`src/hdl/adc_bridge_pkg.sv`:
```
package adc_bridge_pkg;

   // one byte on the ft245 data bus
   typedef logic [7:0] byte_t;

   // mcp3008 conversion code, 10 bits
   typedef logic [9:0] adc_code_t;

   // single-ended input select, ch0..ch7
   typedef logic [2:0] adc_channel_t;

   // conversion result as handed to the controller
   typedef struct packed {
      adc_channel_t channel;
      adc_code_t    code;
   } adc_result_t;

   // command controller states
   typedef enum logic [2:0] {
      ctrl_idle,
      ctrl_eval,
      ctrl_convert,
      ctrl_push_low,
      ctrl_push_high
   } ctrl_state_t;

   // upper five bits of an adc read command, 0x10..0x17
   localparam logic [4:0] CMD_ADC_OPCODE = 5'b00010;

   // clk cycles per dclk half period
   localparam int DCLK_HALF = 4;

   // dclk periods in one conversion frame
   localparam int ADC_FRAME_CLOCKS = 17;

   // transmit fifo geometry
   localparam int FIFO_DEPTH = 8;
   localparam int FIFO_AW = 3;

endpackage

```
`src/hdl/mcp3008_reader.sv`:
```
`timescale 1ns/100ps

module mcp3008_reader (
   input  logic                         clk,
   input  logic                         reset,
   input  logic                         start,
   input  adc_bridge_pkg::adc_channel_t channel,
   output logic                         done,
   output adc_bridge_pkg::adc_result_t  result,
   output logic                         dclk,
   input  logic                         dout,
   output logic                         din,
   output logic                         cs_n
);

   // clk count within one dclk half period
   logic [$clog2(adc_bridge_pkg::DCLK_HALF)-1:0] div_cnt;

   // dclk period number, 0 is the lead-in after cs_n falls
   logic [$clog2(adc_bridge_pkg::ADC_FRAME_CLOCKS + 1)-1:0] period;

   logic                         busy;
   logic                         half_end;
   logic [4:0]                   cmd_sr;
   adc_bridge_pkg::adc_code_t    code_sr;
   adc_bridge_pkg::adc_channel_t chan_q;

   assign half_end = (div_cnt == $bits(div_cnt)'(adc_bridge_pkg::DCLK_HALF - 1));

   always_ff @(posedge clk) begin
      if (reset) begin
         busy    <= 1'b0;
         cs_n    <= 1'b1;
         dclk    <= 1'b1;
         din     <= 1'b0;
         done    <= 1'b0;
         div_cnt <= '0;
         period  <= '0;
      end else begin
         done <= 1'b0;
         if (!busy) begin
            // select the chip, dclk stays high for one lead-in cycle
            if (start) begin
               busy   <= 1'b1;
               cs_n   <= 1'b0;
               period <= '0;
            end
         end else if (period == '0) begin
            // first falling edge, start bit goes out
            dclk    <= 1'b0;
            din     <= cmd_sr[4];
            period  <= 1'b1;
            div_cnt <= '0;
         end else if (!half_end) begin
            div_cnt <= div_cnt + 1'b1;
         end else begin
            div_cnt <= '0;
            if (!dclk) begin
               // rising edge, the adc samples din here
               dclk <= 1'b1;
            end else if (period == $bits(period)'(adc_bridge_pkg::ADC_FRAME_CLOCKS)) begin
               // frame over, deselect and report
               busy <= 1'b0;
               cs_n <= 1'b1;
               din  <= 1'b0;
               done <= 1'b1;
            end else begin
               // falling edge, next command bit or zero
               dclk   <= 1'b0;
               din    <= cmd_sr[4];
               period <= period + 1'b1;
            end
         end
      end
   end

   // command bits and captured code, no reset needed
   always_ff @(posedge clk) begin
      if (!busy && start) begin
         // start, single-ended, d2 d1 d0
         cmd_sr <= {2'b11, channel};
         chan_q <= channel;
      end else if (busy && ((period == '0) || (half_end && dclk))) begin
         // shift on every falling edge, zeros follow the channel bits
         cmd_sr <= {cmd_sr[3:0], 1'b0};
      end
      // code bits b9..b0 on the rising edges of periods 8 to 17
      if (busy && half_end && !dclk && (period >= $bits(period)'(8))) begin
         code_sr <= {code_sr[8:0], dout};
      end
   end

   // result stays put until the next frame ends
   always_ff @(posedge clk) begin
      if (busy && half_end && dclk &&
          (period == $bits(period)'(adc_bridge_pkg::ADC_FRAME_CLOCKS))) begin
         result.channel <= chan_q;
         result.code    <= code_sr;
      end
   end

endmodule

```
`config.mk`:
```
export PLATFORM = sky130hd
export DESIGN_NAME = mcp3008_reader
export DESIGN_NICKNAME = d
export VERILOG_FILES = /design/src/hdl/adc_bridge_pkg.sv /design/src/hdl/mcp3008_reader.sv
export SDC_FILE = /design/constraint.sdc
export NUM_CORES = 1
export LEC_CHECK = 0
export BUFFER_PORTS_ARGS = -buffer_cell sky130_fd_sc_hd__buf_2
export CORE_ASPECT_RATIO = 1.4
export CORE_MARGIN = 4
export CORE_UTILIZATION = 55
export CTS_CLUSTER_SIZE = 25
export DETAILED_ROUTE_END_ITERATION = 8
export PLACE_DENSITY = 0.77
export SYNTH_ARGS = -nofsm -noshare
export SYNTH_HDL_FRONTEND = slang
export SYNTH_SLANG_ARGS = --single-unit
export TNS_END_PERCENT = 20
```
`constraint.sdc`:
```
create_clock -name clk -period 2.7 [get_ports clk]
set_input_delay 0.54 -clock clk [delete_from_list [all_inputs] [get_ports clk]]
set_output_delay 0.54 -clock clk [all_outputs]
set_load 0.01 [all_outputs]
```
==> results by group <==
Status
  • Status: complete, no violations

Finish
  • Layout Nets: between 150 and 200
  • Layout cell share with drive strength beyond 1: 0.247
  • Synth-to-Final Area Change: 16.5%
  • Post-route cell area: 0.00190 sq mm
  • Final non-filler cell total: around 180
  • ANT cells: 0
  • Final core occ: 0.667

Worst hold path
  • WHS Path Cells: 0
  • Min-delay worst type: reg -> reg

Floorplan
  • Die width: 54.0 microns
  • Ports: 24
  • Die height: 72.4 microns
  • CORE AREA: 0.00285 sq mm
  • Die Area: 0.00391 sq mm
  • Initial core utilization: 0.572
  • Cell Rows: 23

Clocking
  • Clk buf depth: 2
  • Hold-fix buffers, CTS: 0
  • Reg clk slew, reported paths: about 0.07 ns
  • Cts bufs inserted: 5
  • Post-cts resize count: 0
  • Clock tree sinks: 43
  • Clk Latency, worst-skew pair: 0.28 ns
  • Setup Buffers After CTS: 0
  • CTS tree: yes
  • H-tree lvl count: 2
  • Root Buffer: clkbuf_8

Pwr
  • Sw Pwr: 0.239 mW
  • Gate power share: 0.049
  • Pint: 1.02 mW
  • Peak supply drop: between 0.0003 and 0.0004 V
  • PD cells: between 600 and 700 mW/mm^2
  • PnR Total Power: 1.26 mW
  • Share of power burned in registers: 0.579
  • Static leakage power: approximately 0.7 nW
  • Clock Power Share: 0.372
  • Switching Share: 0.190

Critical path
  • Slowest-stage cell, CP: nor4b_4
  • Startpoint type of the worst setup path: flop
  • WS Path Type: reg -> reg
  • R2r worst-path depth: 6
  • Worst path arrival time: about 1.9 ns
  • Critical path, cell by cell: inv_1 > ha_1 > nor4b_4 > o211a_4 > nor3_1 > a21o_1
  • Worst EP required: 2.88 ns
  • CP top delay family: simple AND/OR/NAND/NOR gates
  • Crit-path max FO: 10
  • Logic depth of the worst setup path including buffers: 6
  • Worst path bufs/invs: 1
  • Crit. End Element: flop
  • Max incr delay on CP: about 0.50 ns

Global route
  • Antenna violations before repair: 0
  • Remaining global-route overflow: 0
  • Vias in the first global route: 940
  • GRT Total Usage: 0.155
  • Largest net degree at the start of global routing: 16
  • First-pass GRT wire length: between 4 and 5 mm

STA
  • Slew @ Worst Pin: slightly below 0.6 ns
  • Hold slack: approximately 0.42 ns
  • Worst Skew: about 0.0044 ns
  • Pins over their slew limit: 0
  • Min Tclk post-route: 1.74 ns
  • Hold Violations, Final: 0
  • Final worst setup slack: 0.965 ns
  • Total negative slack: 0 ns
  • Endpoints failing setup: 0
  • Fmax: between 0.5 and 0.6 GHz
  • RSZ-0062 raised after global routing: no
  • Final period util: 0.643
  • Slew margin rel.: 0.612

Yosys
  • Largest family of logic cells by synthesized area: simple AND/OR/NAND/NOR gates
  • Sequential area share after synthesis: 0.706
  • Synth async-reset ratio: 0
  • Mapped Area: 0.00163 sq mm
  • Multiplexer area fraction after synthesis: 0.0184
  • YS warnings: 0
  • Synth Register Bits: 43
  • Ys flop type: edfxtp_1
  • Post-synthesis xor/xnor area fraction: 0
  • Synth Area in Compound Gates: 0.0668
  • Post-synth EDFFs: 29
  • Synth cell types: 32
  • Adder-Cell Fraction of Synth Area: 0.0307
  • Simple-gate share of the synthesized area: 0.160
  • Cell count after synthesis: approximately 120
  • Syn nets: 127
  • Syn Area/Cell: about 14 sq um

Detailed routing
  • Initial detailed-routing violation count: 19
  • Drt drc: 0
  • Via count: between 900 and 1000
  • DRT Wirelength: 2.57 mm
  • Routed length per instance: 14.1 microns
  • Routed Antenna Nets: 0
  • DR vias/cell: about 5.2
  • DR pass1 iterations: 4

Job
  • Max cap viols: 0

Placement
  • Post-Place Setup Slack: roughly 1 ns
  • Dpl cell area: about 0.0018 sq mm
  • Placed instance count: between 150 and 200
  • IO Port Bufs: 23
  • Gpl congestion: ~0.8
[flip-flops by register name, summed over array words and instances, names as in the netlist]
register	flops
result	13
done	1
code_sr	10
cs_n	1
chan_q	3
period	5
dclk	1
div_cnt	2
busy	1
cmd_sr	5
din	1
[layout by cell type (no fill, tap or decap), types with 3 or more instances in the layout]
cell	instances
a21oi_1	3
buf_2	23
clkbuf_8	5
dfxtp_1	14
edfxtp_1	29
ha_1	4
inv_1	4
mux2i_1	3
nand2_1	17
nand3_1	3
nor2_1	8
nor3_1	4
[layer usage]
| metal | vias up | wire [microns] | global-route usage |
|---|---|---|---|
| li1 | 478 | - | - |
| met5 | - | 0 | 0 |
| met2 | 20 | 1330 | 0.245 |
| met4 | 0 | 71 | 0.0859 |
| met3 | 8 | 124 | 0.0616 |
| met1 | 449 | 1050 | 0.175 |
[power by group through the flow]
stage	Combinational [mW]	Sequential, mW	Clock (mW)
detailed placement	0.0614	0.744	0
floorplan	0.0446	0.740	0
global route	0.0684	0.732	0.514
finish	0.0616	0.729	0.468
global placement	0.0580	0.743	0
CTS	0.0617	0.729	0.484
[cell type report]
type | instances | area (sq um)
Clock buffer | 7 | 76.3
Fill cell | 220 | 950
Inverter | 4 | 15.0
Clock inverter | 1 | 30.0
Sequential cell | 43 | 1150
Multi-Input combinational cell | 66 | 450
Tap cell | 37 | 46.3
Timing Repair Buffer | 25 | 130
[cells in the mapped netlist (2+ instances only)]
cell type / n / share of area
buf_2: 2 / 0.0061
and2_1: 2 / 0.0077
nand2b_1: 2 / 0.0077
edfxtp_1: 29 / 0.53
ha_1: 4 / 0.031
nand3_1: 3 / 0.0092
nor3_1: 4 / 0.012
dfxtp_1: 14 / 0.17
a21oi_1: 3 / 0.0092
nor2_1: 8 / 0.018
nand2_1: 17 / 0.039
nor4b_1: 2 / 0.011
inv_1: 4 / 0.0092
o22a_1: 2 / 0.011
mux2i_1: 3 / 0.018
[cell families after synthesis]
| kind of cell | count (synthesis) |
|---|---|
| mux | 3 |
| simple gates | 46 |
| flops | 43 |
| compound gates | 13 |
| fa+ha+maj | 4 |
| buf+inv | 7 |
[final timing paths]
path | slack, ns | startpoint | end
setup / recovery | 0.96 | period[0] | period[2]
hold reg to reg | 0.42 | chan_q[0] | result[10]
hold / removal | 0.42 | chan_q[0] | result[10]
setup reg to reg | 0.96 | period[0] | period[2]
(Power assumes the default switching activity.)
