--- config.mk ---
export PLATFORM = sky130hd
export DESIGN_NAME = byte_fifo
export DESIGN_NICKNAME = d
export VERILOG_FILES = /design/src/hdl/adc_bridge_pkg.sv /design/src/hdl/byte_fifo.sv
export SDC_FILE = /design/constraint.sdc
export NUM_CORES = 1
export LEC_CHECK = 0
export BUFFER_PORTS_ARGS = -buffer_cell sky130_fd_sc_hd__buf_2
export CORE_ASPECT_RATIO = 1.4
export CORE_MARGIN = 2
export CORE_UTILIZATION = 55
export DETAILED_ROUTE_END_ITERATION = 7
export PLACE_DENSITY = 0.84
export REMOVE_ABC_BUFFERS = 1
export SETUP_SLACK_MARGIN = 0.05
export SYNTH_ARGS = -nofsm -noshare
export SYNTH_HDL_FRONTEND = slang
export SYNTH_SLANG_ARGS = --single-unit
--- constraint.sdc ---
create_clock -name clk -period 5.05 [get_ports clk]
set_input_delay 0.7575 -clock clk [delete_from_list [all_inputs] [get_ports clk]]
set_output_delay 0.7575 -clock clk [all_outputs]
set_load 0.01 [all_outputs]
--- src/hdl/adc_bridge_pkg.sv ---
package adc_bridge_pkg;

   // one byte on the ft245 data bus
   typedef logic [7:0] byte_t;

   // mcp3008 conversion code, 10 bits
   typedef logic [9:0] adc_code_t;

   // single-ended input select, ch0..ch7
   typedef logic [2:0] adc_channel_t;

   // conversion result as handed to the controller
   typedef struct packed {
      adc_channel_t channel;
      adc_code_t    code;
   } adc_result_t;

   // command controller states
   typedef enum logic [2:0] {
      ctrl_idle,
      ctrl_eval,
      ctrl_convert,
      ctrl_push_low,
      ctrl_push_high
   } ctrl_state_t;

   // upper five bits of an adc read command, 0x10..0x17
   localparam logic [4:0] CMD_ADC_OPCODE = 5'b00010;

   // clk cycles per dclk half period
   localparam int DCLK_HALF = 4;

   // dclk periods in one conversion frame
   localparam int ADC_FRAME_CLOCKS = 17;

   // transmit fifo geometry
   localparam int FIFO_DEPTH = 8;
   localparam int FIFO_AW = 3;

endpackage

--- src/hdl/byte_fifo.sv ---
`timescale 1ns/100ps

module byte_fifo (
   input  logic                  clk,
   input  logic                  reset,
   input  logic                  push,
   input  adc_bridge_pkg::byte_t push_data,
   output logic                  full,
   input  logic                  pop,
   output adc_bridge_pkg::byte_t pop_data,
   output logic                  empty
);

   // storage, no reset on the data
   adc_bridge_pkg::byte_t mem [adc_bridge_pkg::FIFO_DEPTH];

   logic [adc_bridge_pkg::FIFO_AW-1:0] wr_ptr;
   logic [adc_bridge_pkg::FIFO_AW-1:0] rd_ptr;

   // one extra bit so a full fifo can be told from an empty one
   logic [adc_bridge_pkg::FIFO_AW:0] count;

   always_ff @(posedge clk) begin
      if (push) begin
         mem[wr_ptr] <= push_data;
      end
   end

   always_ff @(posedge clk) begin
      if (reset) begin
         wr_ptr <= '0;
         rd_ptr <= '0;
         count  <= '0;
      end else begin
         // pointers wrap on their own, depth is a power of two
         if (push) begin
            wr_ptr <= wr_ptr + 1'b1;
         end
         if (pop) begin
            rd_ptr <= rd_ptr + 1'b1;
         end
         case ({push, pop})
            2'b10: begin
               count <= count + 1'b1;
            end
            2'b01: begin
               count <= count - 1'b1;
            end
            // push and pop together leave the level alone
            default: begin
               count <= count;
            end
         endcase
      end
   end

   // show-ahead, head entry always on the output
   assign pop_data = mem[rd_ptr];

   assign full  = (count == (adc_bridge_pkg::FIFO_AW + 1)'(adc_bridge_pkg::FIFO_DEPTH));
   assign empty = (count == '0);

endmodule

==> flow_summary.rst <==
.. list-table::
   :header-rows: 1

   * - Metric
     - Value
   * - Die outline area
     - 6270 um^2
   * - Number of optimization iterations in the first detailed-route pass
     - 4
   * - Top-Level Pins
     - 22
   * - Tcrit/Tclk final
     - 60.1%
   * - Maximum number of pins on one net before global-route repair
     - 17
   * - Leakage power
     - 1.21 nW
   * - Horiz. Die Dim
     - 67.5 um
   * - Number of synthesized flops with an enable pin
     - 64
   * - Proportion of layout cells with a drive suffix above 1
     - 24.2%
   * - TritonCTS clock tree
     - built
   * - Number of inserted filler cells in the final layout
     - 363
   * - Maximum buffer depth of the clock tree
     - 2
   * - Layout Nets
     - 207
   * - Arrival @ worst endpoint
     - 2.28 ns
   * - Most frequent cell after synthesis
     - sky130_fd_sc_hd__edfxtp_1
   * - RSZ-0062 raised after global routing
     - false
   * - Wire length of the first global-routing pass
     - 7460 um
   * - Hold Path End
     - wr_ptr[2]
   * - Worst reg2reg path startpoint
     - count[0]
   * - Antenna Cells
     - 0
   * - Starting density of the core
     - 56.6%
   * - Hold Crit Start
     - wr_ptr[2]
   * - Total Neg Setup Slack
     - 0 ns
   * - Number of cell rows
     - 32
   * - Number of buffer and inverter instances along the worst setup path
     - 1
   * - Setup crit start kind
     - flip-flop
   * - Vias/cell
     - 5.70
   * - Max Fanout on Critical Path
     - 16
   * - Initial antenna violation count
     - 0
   * - HPWL Detailed
     - 3410 um
   * - DR DRC count
     - 0
   * - Commonest cells post-synth
     - sky130_fd_sc_hd__edfxtp_1, sky130_fd_sc_hd__nor2_1, sky130_fd_sc_hd__mux4_1
   * - Synth cell types
     - 27
   * - Share of the yosys chip area belonging to registers
     - 70.2%
   * - Number of hold buffers added after cts
     - 0
   * - Classification of the worst setup path
     - reg2out
   * - Min-Delay Path Class
     - reg2reg
   * - Crit. End Element
     - primary output
   * - Root Buffer
     - sky130_fd_sc_hd__clkbuf_8
   * - Number of clock buffers inserted by TritonCTS
     - 9
   * - Master of the slowest instance on the critical path
     - sky130_fd_sc_hd__dfxtp_1
   * - Highest clock frequency the design can meet
     - 329 MHz
   * - WHS Path Cells
     - 2
   * - Post-synthesis cell count
     - 164
   * - Highest cell delay on the worst timing path
     - 0.88 ns
   * - Global routing usage summed across all routing layers
     - 17.5%
   * - Avg WL per Cell
     - 19.2 um
   * - Slew at the pin closest to its max-slew limit
     - 0.917 ns
   * - Vertical die dimension
     - 92.9 um
   * - # resized after CTS
     - 0
   * - Count of final setup violators
     - 0
   * - Total number of vias
     - 1,494
   * - Post-Route Skew
     - 0.00948 ns
   * - Standard cell core area
     - 5490 um^2
   * - DP Cell Count
     - 247
   * - Number of cells traversed by the worst register-to-register path
     - 4
   * - Count of antenna-violating nets left after detailed routing
     - 0
   * - DRT iter0 DRCs
     - 110
   * - Cell Area, Synth
     - 3110 um^2
   * - Clock Pin Slew Worst Setup and Hold Paths
     - 0.07 ns
   * - Total area of multi-input combinational cells
     - 865 um^2
   * - Sum of routed wire length over all layers
     - 5020 um
   * - Mean instance size in the synthesized netlist
     - 18.9 um^2
   * - Clock latency of the later-clocked register in the worst-skew pair
     - 0.33 ns
   * - Clock Sink Count
     - 77
   * - Run status
     - complete, no violations
   * - Required time reported for the critical path endpoint
     - 4.29 ns
   * - Yosys reg bits
     - 77
   * - Count of input and output buffers
     - 21
   * - Via count of the first global-routing pass
     - 1,482
   * - Worst slew margin relative to its limit
     - 38.6%
   * - Register-to-register setup slack
     - 3.34 ns
   * - Sequential standard cell area
     - 2180 um^2
   * - Final Max Slew Viols
     - 0
   * - Largest cells by area after synthesis
     - sky130_fd_sc_hd__edfxtp_1, sky130_fd_sc_hd__mux4_1, sky130_fd_sc_hd__dfxtp_1
   * - Minimum clock period after layout
     - 3.04 ns
   * - Library cell occupying the most area in the post-synthesis netlist
     - sky130_fd_sc_hd__edfxtp_1
   * - Final Wtd Congestion
     - 0.698
   * - Minimum hold slack
     - 0.563 ns
   * - Total number of yosys warnings
     - 0
   * - GRT overflow
     - 0
   * - # Max-Cap Violations
     - 0
   * - Async set-or-reset flop fraction in the synthesized netlist
     - 0%
   * - Final std cells w/o fill
     - 262
   * - Power density normalized to cell area
     - 382 nW/um^2
   * - Endpoints failing hold
     - 0
   * - Area share of the leading cell type in the synthesized netlist
     - 61.9%
   * - Peak supply drop
     - 0.000260 V
   * - Area growth from synthesis to final layout
     - 11.4%
   * - List of cells traversed by the critical path
     - mux4_1 -> mux2_2 -> buf_2
   * - Capture point of the worst reg-to-reg path
     - count[3]
   * - Most instantiated flip-flop cell in the synthesis netlist
     - sky130_fd_sc_hd__edfxtp_1
   * - Number of H-tree levels
     - 3
   * - Number of buffers inserted by post-CTS setup repair
     - 0
   * - Category of cells accounting for the largest share of critical-path delay
     - multiplexers
[layout make-up]
class                      count  area share [%]
clock inverter                 4            2.13
sequential                    77            63.1
timing repair buffer          23            3.47
inverter                       1           0.108
multi-input combinational     78            25.0
tap                           68            2.46
clock buffer                  11            3.80
[routing by layer]
layer	track usage (%)	vias to the layer above	part of all wire (%)
li1	-	712	-
met1	19.7	740	39
met3	4.86	6	3.8
met2	29.9	36	56
met4	8.16	0	1.5
met5	0	-	0
[sequential cells by signal, summed over array words and instances, names as in the netlist, named ones only]
| register | count |
|---|---|
| mem | 64 |
| count | 4 |
| wr_ptr | 3 |
| rd_ptr | 3 |
[cells in the final DEF, fill, tap and decap left out]
master | netlist | routed
sky130_fd_sc_hd__nor2_1 | 16 | 16
sky130_fd_sc_hd__mux4_1 | 15 | 15
sky130_fd_sc_hd__buf_4 | 0 | 2
sky130_fd_sc_hd__nand2b_1 | 3 | 3
sky130_fd_sc_hd__mux4_2 | 1 | 1
sky130_fd_sc_hd__dfxtp_1 | 13 | 13
sky130_fd_sc_hd__o41ai_1 | 1 | 1
sky130_fd_sc_hd__edfxtp_1 | 64 | 64
sky130_fd_sc_hd__bufinv_16 | 0 | 2
sky130_fd_sc_hd__xor2_1 | 5 | 5
sky130_fd_sc_hd__buf_2 | 2 | 21
sky130_fd_sc_hd__nor3_1 | 3 | 3
sky130_fd_sc_hd__nor4b_1 | 2 | 2
sky130_fd_sc_hd__clkinv_4 | 0 | 1
sky130_fd_sc_hd__nor4_1 | 1 | 1
sky130_fd_sc_hd__ha_1 | 5 | 5
sky130_fd_sc_hd__clkinv_2 | 0 | 1
sky130_fd_sc_hd__nand2_1 | 5 | 5
sky130_fd_sc_hd__mux2i_1 | 3 | 3
sky130_fd_sc_hd__mux2_2 | 10 | 10
sky130_fd_sc_hd__a41oi_1 | 1 | 1
sky130_fd_sc_hd__inv_1 | 1 | 1
sky130_fd_sc_hd__or3_1 | 1 | 1
sky130_fd_sc_hd__xnor2_1 | 2 | 2
sky130_fd_sc_hd__nor2b_1 | 1 | 1
sky130_fd_sc_hd__a21oi_1 | 2 | 2
sky130_fd_sc_hd__o21ai_0 | 1 | 1
sky130_fd_sc_hd__clkbuf_8 | 0 | 9
sky130_fd_sc_hd__clkbuf_1 | 3 | 2
[worst reg2reg max path: stages (launching register included)]
cell                      delay [ns]
sky130_fd_sc_hd__dfxtp_1        0.46
sky130_fd_sc_hd__nand2_1        0.09
sky130_fd_sc_hd__mux2_2         0.28
sky130_fd_sc_hd__o41ai_1        0.40
sky130_fd_sc_hd__mux2_2         0.38
[through the flow]
step	area (um^2)	setup slack, ns	total power [mW]	utilization, %
after floorplan	3050	2.68	0.820	-
after global placement	3260	2.36	0.855	59.4
after detailed placement	3260	2.33	0.867	59.4
after CTS	3460	1.96	1.33	63.1
after global routing	3460	1.87	1.37	63.1
final	3460	2.01	1.32	63.1
[worst max path at each step]
stage	start	endpoint	slack, ns	cells past startpoint
floorplan	flip-flop	pop_data[1]	2.68	2
global placement	flip-flop	pop_data[2]	2.36	3
detailed placement	flip-flop	pop_data[1]	2.33	3
CTS	flip-flop	pop_data[2]	1.96	3
global route	flip-flop	pop_data[1]	1.87	3
finish	flip-flop	pop_data[2]	2.01	3
[report_power, final]
| part | switching (mW) | leakage [nW] | internal (mW) | total [mW] |
|---|---|---|---|---|
| Combinational | 0.0539 | 0.418 | 0.0629 | 0.117 |
| Sequential | 0.0251 | 0.688 | 0.711 | 0.736 |
| Clock | 0.194 | 0.103 | 0.276 | 0.469 |
| Total | 0.272 | 1.21 | 1.05 | 1.32 |
[cell families after synthesis]
family	synth area share, %
adder cells (fa/ha/maj)	2.01
flip-flops	70.2
AND/OR/NAND/NOR	4.79
XOR/XNOR	1.97
buffers and inverters	1.93
AO/OA/AOI/OAI	1.05
multiplexers	18.0
Note: power is estimated with default switching activity, not from simulation.
