File: src/hdl/adc_bridge_pkg.sv
package adc_bridge_pkg;

   // one byte on the ft245 data bus
   typedef logic [7:0] byte_t;

   // mcp3008 conversion code, 10 bits
   typedef logic [9:0] adc_code_t;

   // single-ended input select, ch0..ch7
   typedef logic [2:0] adc_channel_t;

   // conversion result as handed to the controller
   typedef struct packed {
      adc_channel_t channel;
      adc_code_t    code;
   } adc_result_t;

   // command controller states
   typedef enum logic [2:0] {
      ctrl_idle,
      ctrl_eval,
      ctrl_convert,
      ctrl_push_low,
      ctrl_push_high
   } ctrl_state_t;

   // upper five bits of an adc read command, 0x10..0x17
   localparam logic [4:0] CMD_ADC_OPCODE = 5'b00010;

   // clk cycles per dclk half period
   localparam int DCLK_HALF = 4;

   // dclk periods in one conversion frame
   localparam int ADC_FRAME_CLOCKS = 17;

   // transmit fifo geometry
   localparam int FIFO_DEPTH = 8;
   localparam int FIFO_AW = 3;

endpackage

File: src/hdl/cmd_controller.sv
`timescale 1ns/100ps

module cmd_controller (
   input  logic                         clk,
   input  logic                         reset,
   output logic                         rx_ready,
   input  logic                         rx_valid,
   input  adc_bridge_pkg::byte_t        rx_data,
   output logic                         adc_start,
   output adc_bridge_pkg::adc_channel_t adc_channel,
   input  logic                         adc_done,
   input  adc_bridge_pkg::adc_result_t  adc_result,
   output logic                         fifo_push,
   output adc_bridge_pkg::byte_t        fifo_data,
   input  logic                         fifo_full
);

   adc_bridge_pkg::ctrl_state_t state;

   // last command byte from the host
   adc_bridge_pkg::byte_t cmd;

   logic cmd_is_adc;

   // 0x10..0x17, low three bits pick the channel
   assign cmd_is_adc = (cmd[7:3] == adc_bridge_pkg::CMD_ADC_OPCODE);

   always_ff @(posedge clk) begin
      if (reset) begin
         state <= adc_bridge_pkg::ctrl_idle;
      end else begin
         case (state)
            adc_bridge_pkg::ctrl_idle: begin
               if (rx_valid) begin
                  state <= adc_bridge_pkg::ctrl_eval;
               end
            end
            // unknown bytes are dropped here
            adc_bridge_pkg::ctrl_eval: begin
               if (cmd_is_adc) begin
                  state <= adc_bridge_pkg::ctrl_convert;
               end else begin
                  state <= adc_bridge_pkg::ctrl_idle;
               end
            end
            adc_bridge_pkg::ctrl_convert: begin
               if (adc_done) begin
                  state <= adc_bridge_pkg::ctrl_push_low;
               end
            end
            // each push state waits out a full fifo
            adc_bridge_pkg::ctrl_push_low: begin
               if (!fifo_full) begin
                  state <= adc_bridge_pkg::ctrl_push_high;
               end
            end
            adc_bridge_pkg::ctrl_push_high: begin
               if (!fifo_full) begin
                  state <= adc_bridge_pkg::ctrl_idle;
               end
            end
            default: begin
               state <= adc_bridge_pkg::ctrl_idle;
            end
         endcase
      end
   end

   // command register, loaded on the port strobe
   always_ff @(posedge clk) begin
      if ((state == adc_bridge_pkg::ctrl_idle) && rx_valid) begin
         cmd <= rx_data;
      end
   end

   // new commands only accepted in idle
   assign rx_ready = (state == adc_bridge_pkg::ctrl_idle);

   // single cycle start, eval lasts one cycle
   assign adc_start   = (state == adc_bridge_pkg::ctrl_eval) && cmd_is_adc;
   assign adc_channel = cmd[2:0];

   // response bytes
   // low: code[7:0]
   // high: channel in 6:4, code[9:8] in 1:0
   always_comb begin
      fifo_push = 1'b0;
      fifo_data = '0;
      case (state)
         adc_bridge_pkg::ctrl_push_low: begin
            fifo_push = !fifo_full;
            fifo_data = adc_result.code[7:0];
         end
         adc_bridge_pkg::ctrl_push_high: begin
            fifo_push = !fifo_full;
            fifo_data = {1'b0, adc_result.channel, 2'b00, adc_result.code[9:8]};
         end
         default: begin
            fifo_push = 1'b0;
         end
      endcase
   end

endmodule

File: config.mk
export PLATFORM = sky130hd
export DESIGN_NAME = cmd_controller
export DESIGN_NICKNAME = d
export VERILOG_FILES = /design/src/hdl/adc_bridge_pkg.sv /design/src/hdl/cmd_controller.sv
export SDC_FILE = /design/constraint.sdc
export NUM_CORES = 1
export LEC_CHECK = 0
export BUFFER_PORTS_ARGS = -buffer_cell sky130_fd_sc_hd__buf_2
export CORE_AREA = 4 4 41 43
export CTS_BUF_LIST = sky130_fd_sc_hd__clkbuf_8
export DETAILED_ROUTE_END_ITERATION = 8
export DIE_AREA = 0 0 45 47
export PLACE_DENSITY = 0.82
export SLEW_MARGIN = 40
export SYNTH_ARGS = -nofsm -noshare
export SYNTH_HDL_FRONTEND = slang
export SYNTH_SLANG_ARGS = --single-unit
File: constraint.sdc
create_clock -name clk -period 2.2 [get_ports clk]
set_clock_uncertainty 0.1 [all_clocks]
set_input_delay 0.44 -clock clk [delete_from_list [all_inputs] [get_ports clk]]
set_output_delay 0.44 -clock clk [all_outputs]
set_load 0.02 [all_outputs]
==> results of run 1 <==
power groups by stage:
stage	clock, W	sequential [W]	combinational [W]
after CTS	0.000206	0.000260	0.000104
after global placement	0	0.000263	0.000102
after floorplan	0	0.000260	0.0000680
final	0.000199	0.000261	0.000104
after global routing	0.000222	0.000262	0.000115
after detailed placement	0	0.000264	0.000104
placed cells by master, fill, tap and decap left out:
cell        n
nand2b_2    1
and2_1      5
nor3_1      1
a211oi_1    1
or4b_4      1
dfxtp_1     3
a211oi_2    2
nor2_2      1
nor2b_1     1
buf_2      39
a22o_1      5
edfxtp_1    8
nor4_4      1
nand2_1     2
clkinv_2    1
clkbuf_8    3
nor2_1      5
o21ai_0     2
nand3b_1    1
mux2i_1     1
a2111oi_0   1
inv_1       2
sequential cells by signal (all words and copies together), names as in the netlist:
register and cells:
state 3, cmd 8
cell type report:
cell class	instances	area [sq um]	area share
Clock buffer	3	41.3	0.0516
Inverter	2	7.51	0.00939
Tap cell	15	18.8	0.0235
Clock inverter	1	5.00	0.00626
Sequential cell	11	300	0.376
Timing Repair Buffer	39	195	0.244
Multi-Input combinational cell	31	231	0.290
worst max-delay path: cells and delay by family (launching register included):
kind,cells,cell delay [ps]
buffers and inverters,1,210
flip-flops,1,360
AND/OR/NAND/NOR,2,800
metal layers:
layer	track usage	vias up
li1	-	252
met1	0.156	212
met2	0.218	19
met3	0.0536	5
met4	0.0702	0
met5	0	-
final timing paths:
kind	start	endpoint	cells past startpoint
worst max-delay path	cmd[3]$_DFFE_PP_	adc_start	3
worst max register to register	cmd[3]$_DFFE_PP_	state[1]$_SDFFE_PP0P_	4
worst min register to register	state[2]$_SDFFE_PP0P_	state[0]$_SDFFE_PP0P_	1
worst min-delay path	rx_data[7]	cmd[7]$_DFFE_PP_	1
per-stage QoR:
stage               worst slack, ps  power, W  utilization
floorplan                       356  0.000328            -
global placement                323  0.000365        0.577
detailed placement              285  0.000368        0.577
CTS                            19.8  0.000571        0.613
global route                   1.39  0.000598        0.614
finish                         47.6  0.000564        0.614
cell families (layout without fill, tap and decap cells):
family          after synthesis  in the layout
compound gates               11             11
buf+inv                       7             45
flops                        11             11
mux                           1              1
simple gates                 19             19
==> summary.txt, run 1 <==
Critical path
  • Slowest Stage Delay on Critical Path: roughly 550 ps
  • Critical-path maximum fanout: 2
  • CP startpoint kind: flip-flop
  • CP max-delay cell: or4b_4
  • Arr. time, crit path: 1610 ps
  • Reg2Reg Setup Slack: 580 ps
  • Critical Path RT: ~1700 ps
  • CP Capture Type: output port
  • Setup CP Type: flip-flop to output port
  • Worst-path cell chain: or4b_4 -> nor4_4 -> buf_2

Run
  • Maximum capacitance violations: 0

Placed design
  • PortBufs: 39
  • DP Wirelength: around 1.1 mm
  • DP Area: 751 sq um
  • Placed Instances: 98
  • Placer Congestion: 0.714

STA
  • Final hold vios: 0
  • Hold slack: 275 ps
  • Final min period: between 2000 and 2500 ps
  • Unrepaired setup endpoints after global routing: false
  • # setup viols final: 0
  • Max_slew headroom: 0.775
  • Max Clk Rate: 465 MHz
  • Pins Over Slew Limit: 0
  • Post-Route Setup TNS: 0 ps
  • Fin crit share: 0.978
  • Slew @ Worst Pin: 329 ps

Route
  • DR WL met3: roughly 100 microns
  • DRC: 0
  • Routed len/inst: 12.8 microns
  • Total number of vias: 488
  • Detail Route met2 WL: 667 microns
  • M1 WL: roughly 500 microns
  • Final ANT Viol Nets: 0
  • Max Used Layer: met4
  • Total Routed Length: 1.30 mm
  • Post-DR vias/cell: between 4 and 5
  • DR iter-0 viols: 7
  • Initial DRT Pass Iterations: 3

Synthesis
  • Synth top area share: 0.423
  • Mux contribution to synthesized area: 0.0176
  • Post-synth EDFFs: 8
  • Synth Flop Type: edfxtp_1
  • Most frequent cell after synthesis: edfxtp_1
  • Top post-synthesis cells by area: edfxtp_1 42%, dfxtp_1 11%, a22o_1 7.7%
  • Post-synthesis compound-gate area fraction: 0.167
  • Largest family of logic cells by synthesized area: simple AND/OR/NAND/NOR gates
  • Synth top cells by count: 8 x edfxtp_1, 6 x nor2_1, 5 x a22o_1, 5 x and2_1
  • Post-Synthesis Cell Area: 568 sq um
  • Post-Syn Area per Cell: ~12 sq um
  • Post-Syn Instances: 49
  • Net Count, Synth: 75
  • Post-synthesis sequential area ratio: 0.529
  • YS warnings: 0
  • Flops & latches, synth: 11
  • Leading area contributor after synthesis: edfxtp_1
  • Simple-Gate Fraction of Synth Area: 0.218
  • Adder-cell share of the synthesized area: 0
  • Post-synthesis xor/xnor area fraction: 0
  • Unique cell type count in the Yosys netlist: 21
  • Async SR Flop Fraction: 0

Power and ir drop
  • Cell internal pwr: 0.000415 W
  • Leakage: 0.370 nW
  • Combinational share of power: 0.185
  • Net Sw Frac: 0.263
  • Peak supply drop: 0.428 mV
  • Switching Power: 0.000148 W
  • Clock power share: 0.353
  • Pwr dens: 705 nW/um^2
  • Sequential share of power: 0.462

GRT
  • Vias in the first global route: 442
  • Gr ovfl total: 0
  • First-pass GRT wire length: 2.01 mm
  • GRT Overall Usage: 0.135
  • Pin count of the biggest net entering global routing: 11
  • Antenna violations before repair: 0

Clock tree
  • Worst-skew pair later-pin latency: ~240 ps
  • Post-CTS Setup Inserts: 0
  • Inserted Clock Buffers: 3
  • CTS Hold Bufs: 0
  • H-tree levels: 1
  • Worst-path clk slew: 50 ps
  • CTS Sinks: 11
  • CTS max path bufs: 2
  • CTS tree: yes
  • Post-CTS sizing: 0
  • CTS root buf: clkbuf_8

Final layout
  • Nets: 114
  • Share of post-route cells with drive strength above 1: 0.563
  • Layout Cells excl Fill: 102
  • Diodes inserted: 0
  • Finished layout cell area: 800 sq um
  • Area growth from synthesis to layout: 40.7%
  • Filler cell count in the final layout: 131

Floorplan
  • Die Wd: 45 microns
  • Initial Util: 0.437
  • Core ar.: 1300 sq um
  • IO Count: 40
  • Die H: roughly 47 microns
  • Die area: 2120 sq um
  • # rows: 13

Run status
  • Status: completed

Hold path
  • Hold WC Path Type: input pin to flip-flop
Note: power is estimated with default switching activity, not from simulation.
==> run 2: changes to the inputs <==
REMOVE_ABC_BUFFERS = 1   (was not set)
==> run 2 against run 1 <==
Compared with the run above:
- die area stayed put
- sequential share of layout area down 0.29 points
- final cell count grew 0.98%
- clock power is 7% lower
- sequential power barely moved
- wire length is 8.5% lower
- non-clock buffer count up 1
- combinational power barely moved
==> summary.txt, run 2 (same netlist as run 1, synthesis figures left out) <==
Run status
  • Status: completed

Floorplan
  • Die Wd: 45 microns
  • # rows: 13
  • Die area: 2120 sq um
  • Die H: 47 microns
  • Core ar.: 1300 sq um
  • IO Count: 40
  • Initial Util: 0.437

Final layout
  • Diodes inserted: 0
  • Commonest cells after routing, fill and taps aside: 38 x buf_2, 8 x edfxtp_1, 6 x nor2_1
  • Top reg by flops: cmd
  • Area growth from synthesis to layout: 41.9%
  • Nets: 115
  • Filler cell count in the final layout: roughly 130
  • Share of post-route cells with drive strength above 1: 0.545
  • Largest regs: cmd: 8 flops, state: 3 flops
  • Finished layout cell area: 806 sq um
  • Largest register FFs: 8
  • Commonest non-fill, non-tap cell in the layout: buf_2

Critical path
  • R2r endpoint: state[1]$_SDFFE_PP0P_
  • CP startpoint kind: flip-flop
  • FF-to-FF path depth: 4
  • Worst reg2reg path startpoint: cmd[3]$_DFFE_PP_
  • Critical-path maximum fanout: 2
  • CP Capture Type: output port
  • Reg2Reg Setup Slack: 670 ps
  • Arr. time, crit path: about 1500 ps
  • Setup CP Type: flip-flop to output port
  • Critical Path RT: 1660 ps

Clock tree
  • CTS max path bufs: 2
  • H-tree levels: 1
  • CTS tree: yes
  • CTS Hold Bufs: 0
  • CTS root buf: clkbuf_8
  • CTS Sinks: 11
  • Inserted Clock Buffers: 3
  • Worst-skew pair later-pin latency: 230 ps
  • Worst-path clk slew: around 40 ps

Route
  • DRC: 0
  • Routed len/inst: 11.6 microns
  • Post-DR vias/cell: 4.78
  • Total Routed Length: 1.19 mm
  • Final ANT Viol Nets: 0
  • DR iter-0 viols: 3
  • Initial DRT Pass Iterations: 2
  • Total number of vias: 492

GRT
  • Gr ovfl total: 0
  • Global-route met1 utilization: 0.109
  • First-pass GRT wire length: 1.85 mm
  • GRT Max-Usage Layer: met2
  • Routing usage on met2: 0.243
  • Pin count of the biggest net entering global routing: 11
  • GRT Overall Usage: 0.125
  • Antenna violations before repair: 0
  • Vias in the first global route: 464
  • Met3 usage: 0.0575

STA
  • Max Clk Rate: 489 MHz
  • Unrepaired setup endpoints after global routing: false
  • Final min period: 2050 ps
  • Pins Over Slew Limit: 0
  • Final hold vios: 0
  • Post-Route Setup TNS: 0 ps
  • Slew @ Worst Pin: 418 ps
  • Max_slew headroom: 0.714
  • Fin crit share: 0.930
  • Hold slack: 283 ps
  • # setup viols final: 0

Placed design
  • Placer Congestion: just under 0.7
  • PortBufs: 39
  • DP Wirelength: roughly 1.0 mm
  • DP Area: roughly 760 sq um

Hold path
  • Hold depth: 1
  • Hold EP: cmd[3]$_DFFE_PP_
  • Hold WC Path Type: input pin to flip-flop
  • Hold path start: rx_data[3]

Power and ir drop
  • Power, Total: roughly 0.00055 W
  • Pwr dens: 683 nW/um^2
  • Peak supply drop: 0.460 mV
  • Leakage: ~0.38 nW

Run
  • Maximum capacitance violations: 0
run 2: cell types whose count changed in the layout (fill, tap and decap cells not counted), sizes merged:
cell,delta
buf,+1
clkinv,-1
inv,+1
run 2: timing repair:
action,4_1_cts,5_1_grt
gates resized for setup,0,1
endpoints found under the setup margin,0,1
setup buffers,0,0
run 2: how the worst max path moves through the flow:
stage,end,slack [ps],depth (start not counted),startpoint
2_1_floorplan,adc_start,380,2,cmd[3]$_DFFE_PP_
3_3_place_gp,adc_start,320,3,cmd[3]$_DFFE_PP_
3_5_place_dp,adc_start,300,3,cmd[3]$_DFFE_PP_
4_1_cts,adc_start,50,3,cmd[3]$_DFFE_PP_
5_1_grt,adc_start,70,3,cmd[3]$_DFFE_PP_
6_report,adc_start,150,3,cmd[3]$_DFFE_PP_
run 2: area by class of cell:
| cell class | instances | area, sq um | area share |
|---|---|---|---|
| flip-flops and latches | 11 | 300 | 0.373 |
| multi-input cells | 31 | 229 | 0.284 |
| repair buffers | 40 | 205 | 0.255 |
| clock buffers | 3 | 41.3 | 0.0512 |
| well taps | 15 | 18.8 | 0.0233 |
| inverters | 2 | 7.51 | 0.00932 |
| clock inverters | 1 | 3.75 | 0.00466 |
run 2: worst max-delay path, stage by stage (launching register included):
cell,delay (ps)
edfxtp_1,350
or4b_4,550
nor4_4,180
buf_4,190
run 2: report_power, final:
part | leakage (nW) | switching, W | internal [W] | total [W]
registers | 0.101 | 0.0000139 | 0.000246 | 0.000260
logic | 0.249 | 0.0000583 | 0.0000462 | 0.000105
clock network | 0.0269 | 0.0000647 | 0.000121 | 0.000186
run 2: per-layer routing:
| layer | vias to the layer above | routed length (microns) |
|---|---|---|
| li1 | 254 | - |
| met1 | 202 | 391 |
| met2 | 36 | 562 |
| met3 | 0 | 238 |
| met4 | 0 | 0 |
| met5 | - | 0 |
run 2: through the flow:
stage	util	instances	setup slack, ps
after floorplan	-	44	384
after global placement	0.583	99	325
after detailed placement	0.583	99	304
after CTS	0.617	103	52.5
after global routing	0.619	103	72.5
final	0.619	103	153
==> run 3: changes to the inputs <==
ABC_AREA = 1   (was not set)
CORE_AREA = not set   (was 4 4 41 43)
CORE_MARGIN = 4   (was not set)
CORE_UTILIZATION = 43   (was not set)
DIE_AREA = not set   (was 0 0 45 47)
PLACE_DENSITY = 0.79   (was 0.82)
clock period = 2 ns   (was 2.2 ns; I/O delays follow)
==> run 3 against run 2 <==
Compared with the run above:
- non-clock buffer count unchanged
- clock-buffer cell count stayed put
- total power rose by 130%
- clock power grew 11%
- synthesized cell count up 65%
- global-route usage rose by 1.2 points
- critical path type unchanged
- largest power group is now combinational logic
- highest routed layer is now met4
- hold slack got worse by 45 ps
- register-to-register slack worse by 140 ps
- largest cell class unchanged
==> summary.txt, run 3 <==
Clock tree
  • CTS max path bufs: 2
  • Worst-path clk slew: 50 ps
  • CTS root buf: clkbuf_8
  • Worst-skew pair later-pin latency: 230 ps
  • CTS tree: yes
  • H-tree levels: 1
  • CTS Sinks: 11
  • Inserted Clock Buffers: 3

Power and ir drop
  • Leakage: 0.484 nW
  • Peak supply drop: 0.880 mV
  • Pwr dens: 1460 nW/um^2

Hold path
  • Hold path start: reset
  • Hold depth: 2
  • Hold EP: state[0]$_SDFFE_PP0P_
  • Hold WC Path Type: input pin to flip-flop

GRT
  • Pin count of the biggest net entering global routing: 15
  • Vias in the first global route: 510
  • Gr ovfl total: 0
  • GRT Overall Usage: 0.137
  • Antenna violations before repair: 0
  • First-pass GRT wire length: 2.05 mm

Placed design
  • PortBufs: 39
  • Placed Instances: 131
  • Placer Congestion: 0.763
  • DP Wirelength: 1.15 mm

Critical path
  • Slowest Stage Delay on Critical Path: 480 ps
  • Worst reg2reg path startpoint: state[2]$_SDFFE_PP0P_
  • CP max-delay cell: dfxtp_1
  • Reg2Reg Setup Slack: 530 ps
  • CP startpoint kind: flip-flop
  • Critical-path maximum fanout: 6
  • Arr. time, crit path: roughly 1300 ps
  • Cell family with most CP delay: flip-flops
  • FF-to-FF path depth: 4
  • Top cell by count, worst path: nor2_4
  • Worst-path cell chain: inv_2 -> nor2_4 -> nand2_2 -> nor2_4 -> buf_2
  • Setup CP Type: flip-flop to output port
  • R2r endpoint: cmd[2]$_DFFE_PP_
  • Worst Path Buf+Inv: 2
  • CP Capture Type: output port
  • Critical Path RT: 1500 ps

STA
  • Pins Over Slew Limit: 0
  • Max_slew headroom: 0.686
  • Final hold vios: 0
  • Slew @ Worst Pin: 471 ps
  • Fin crit share: 0.889
  • Unrepaired setup endpoints after global routing: false
  • Final min period: 1780 ps
  • Post-Route Setup TNS: 0 ps
  • # setup viols final: 0
  • Max Clk Rate: 562 MHz

Floorplan
  • Core ar.: 1370 sq um
  • Initial Util: 0.478
  • IO Count: 40
  • Die H: 47.0 microns
  • Die Wd: 47.0 microns
  • Die area: 2210 sq um
  • # rows: 13

Synthesis
  • Async SR Flop Fraction: 0
  • Post-synth EDFFs: 8
  • Post-synthesis xor/xnor area fraction: 0
  • YS warnings: 0
  • Top post-synthesis cells by area: edfxtp_1 37%, nand3_1 11%, dfxtp_1 9.2%
  • Synth top cells by count: 14 x nand2_1, 14 x nand3_1, 11 x nor2_1
  • Largest family of logic cells by synthesized area: simple AND/OR/NAND/NOR gates
  • Synth Flop Type: edfxtp_1
  • Post-Syn Area per Cell: 8.06 sq um
  • Simple-Gate Fraction of Synth Area: 0.393
  • Post-synthesis compound-gate area fraction: 0.0153
  • Flops & latches, synth: 11
  • Mux contribution to synthesized area: 0
  • Adder-cell share of the synthesized area: 0
  • Post-Synthesis Cell Area: between 600 and 700 sq um
  • Unique cell type count in the Yosys netlist: 16
  • Post-synthesis sequential area ratio: 0.460
  • Post-Syn Instances: 81
  • Leading area contributor after synthesis: edfxtp_1
  • Synth top area share: 0.368

Route
  • Initial DRT Pass Iterations: 4
  • Post-DR vias/cell: 4.65
  • DRC: 0
  • DR iter-0 viols: 13
  • Total Routed Length: 1.45 mm
  • Routed len/inst: approximately 11 microns
  • Final ANT Viol Nets: 0
  • Total number of vias: 628

Run status
  • Status: completed

Final layout
  • Filler cell count in the final layout: 124
  • Largest register FFs: 8
  • Layout Cells excl Fill: 135
  • Share of post-route cells with drive strength above 1: 0.467
  • Commonest cells after routing, fill and taps aside: 39 x buf_2, 14 x nand2_1, 14 x nand3_1
  • Nets: between 100 and 150
  • Area growth from synthesis to layout: 35.4%
  • Top reg by flops: cmd
  • Diodes inserted: 0
  • Commonest non-fill, non-tap cell in the layout: buf_2
  • Largest regs: cmd: 8 flops, state: 3 flops

Run
  • Maximum capacitance violations: 0
## run 3: cell count changes after synthesis, sizes merged, moves of 3 or more
cell    delta
inv       +10
nand3     +15
a211oi     -3
nand2     +14
nor2      +12
a22o       -5
and2       -5
## run 3: stage by stage
step / cell area, sq um / power (W) / util / setup WS (ps) / hold slack, ps
floorplan: 612 / 0.000883 / - / 269 / 369
global placement: 833 / 0.00105 / 0.610 / 405 / 477
detailed placement: 833 / 0.00107 / 0.610 / 366 / 478
CTS: 878 / 0.00129 / 0.643 / 109 / 233
global route: 885 / 0.00140 / 0.647 / 76.1 / 230
finish: 885 / 0.00129 / 0.647 / 222 / 238
## run 3: power by group
part / internal (W) / total (W) / switching (W)
clock: 0.000134 / 0.000207 / 0.0000729
sequential: 0.000342 / 0.000455 / 0.000113
combinational: 0.000223 / 0.000628 / 0.000404
## run 3: layer usage
metal / GRT usage / vias to the layer above / routed length, microns
met2: 0.249 / 21 / 730
met1: 0.137 / 273 / 556
li1: - / 332 / -
met3: 0.0345 / 2 / 148
met5: 0 / - / 0
met4: 0.0829 / 0 / 16
## run 3: layout make-up
type	instances	area (sq um)	area share
clock buffer	3	41.3	0.0467
clock inverter	1	3.75	0.00424
inverter	12	45.0	0.0509
multi-input combinational	53	272	0.307
sequential	11	302	0.341
tap	15	18.8	0.0212
timing repair buffer	40	203	0.229
## run 3: kinds of logic (layout without fill, tap and decap cells)
family                 Yosys count  after routing
and+or+nand+nor                 51             51
buffers and inverters           17             56
DFF                             11             11
AOI/OAI and AO/OA                2              2
## run 3: timing repair
action,in CTS,in global routing
hold endpoints to repair,0,0
endpoints found under the setup margin,0,1
buffers inserted,0,0
hold buffers,0,0
resized for setup,0,2
## run 3: worst max-delay path by stage
stage	to	cells after the start	start	slack, ps
floorplan	cmd[0]$_DFFE_PP_	3	state[2]$_SDFFE_PP0P_	270
global placement	fifo_push	3	state[1]$_SDFFE_PP0P_	400
detailed placement	fifo_push	3	state[1]$_SDFFE_PP0P_	370
CTS	fifo_push	3	state[1]$_SDFFE_PP0P_	110
global route	fifo_push	3	state[2]$_SDFFE_PP0P_	80
finish	adc_start	5	state[0]$_SDFFE_PP0P_	220
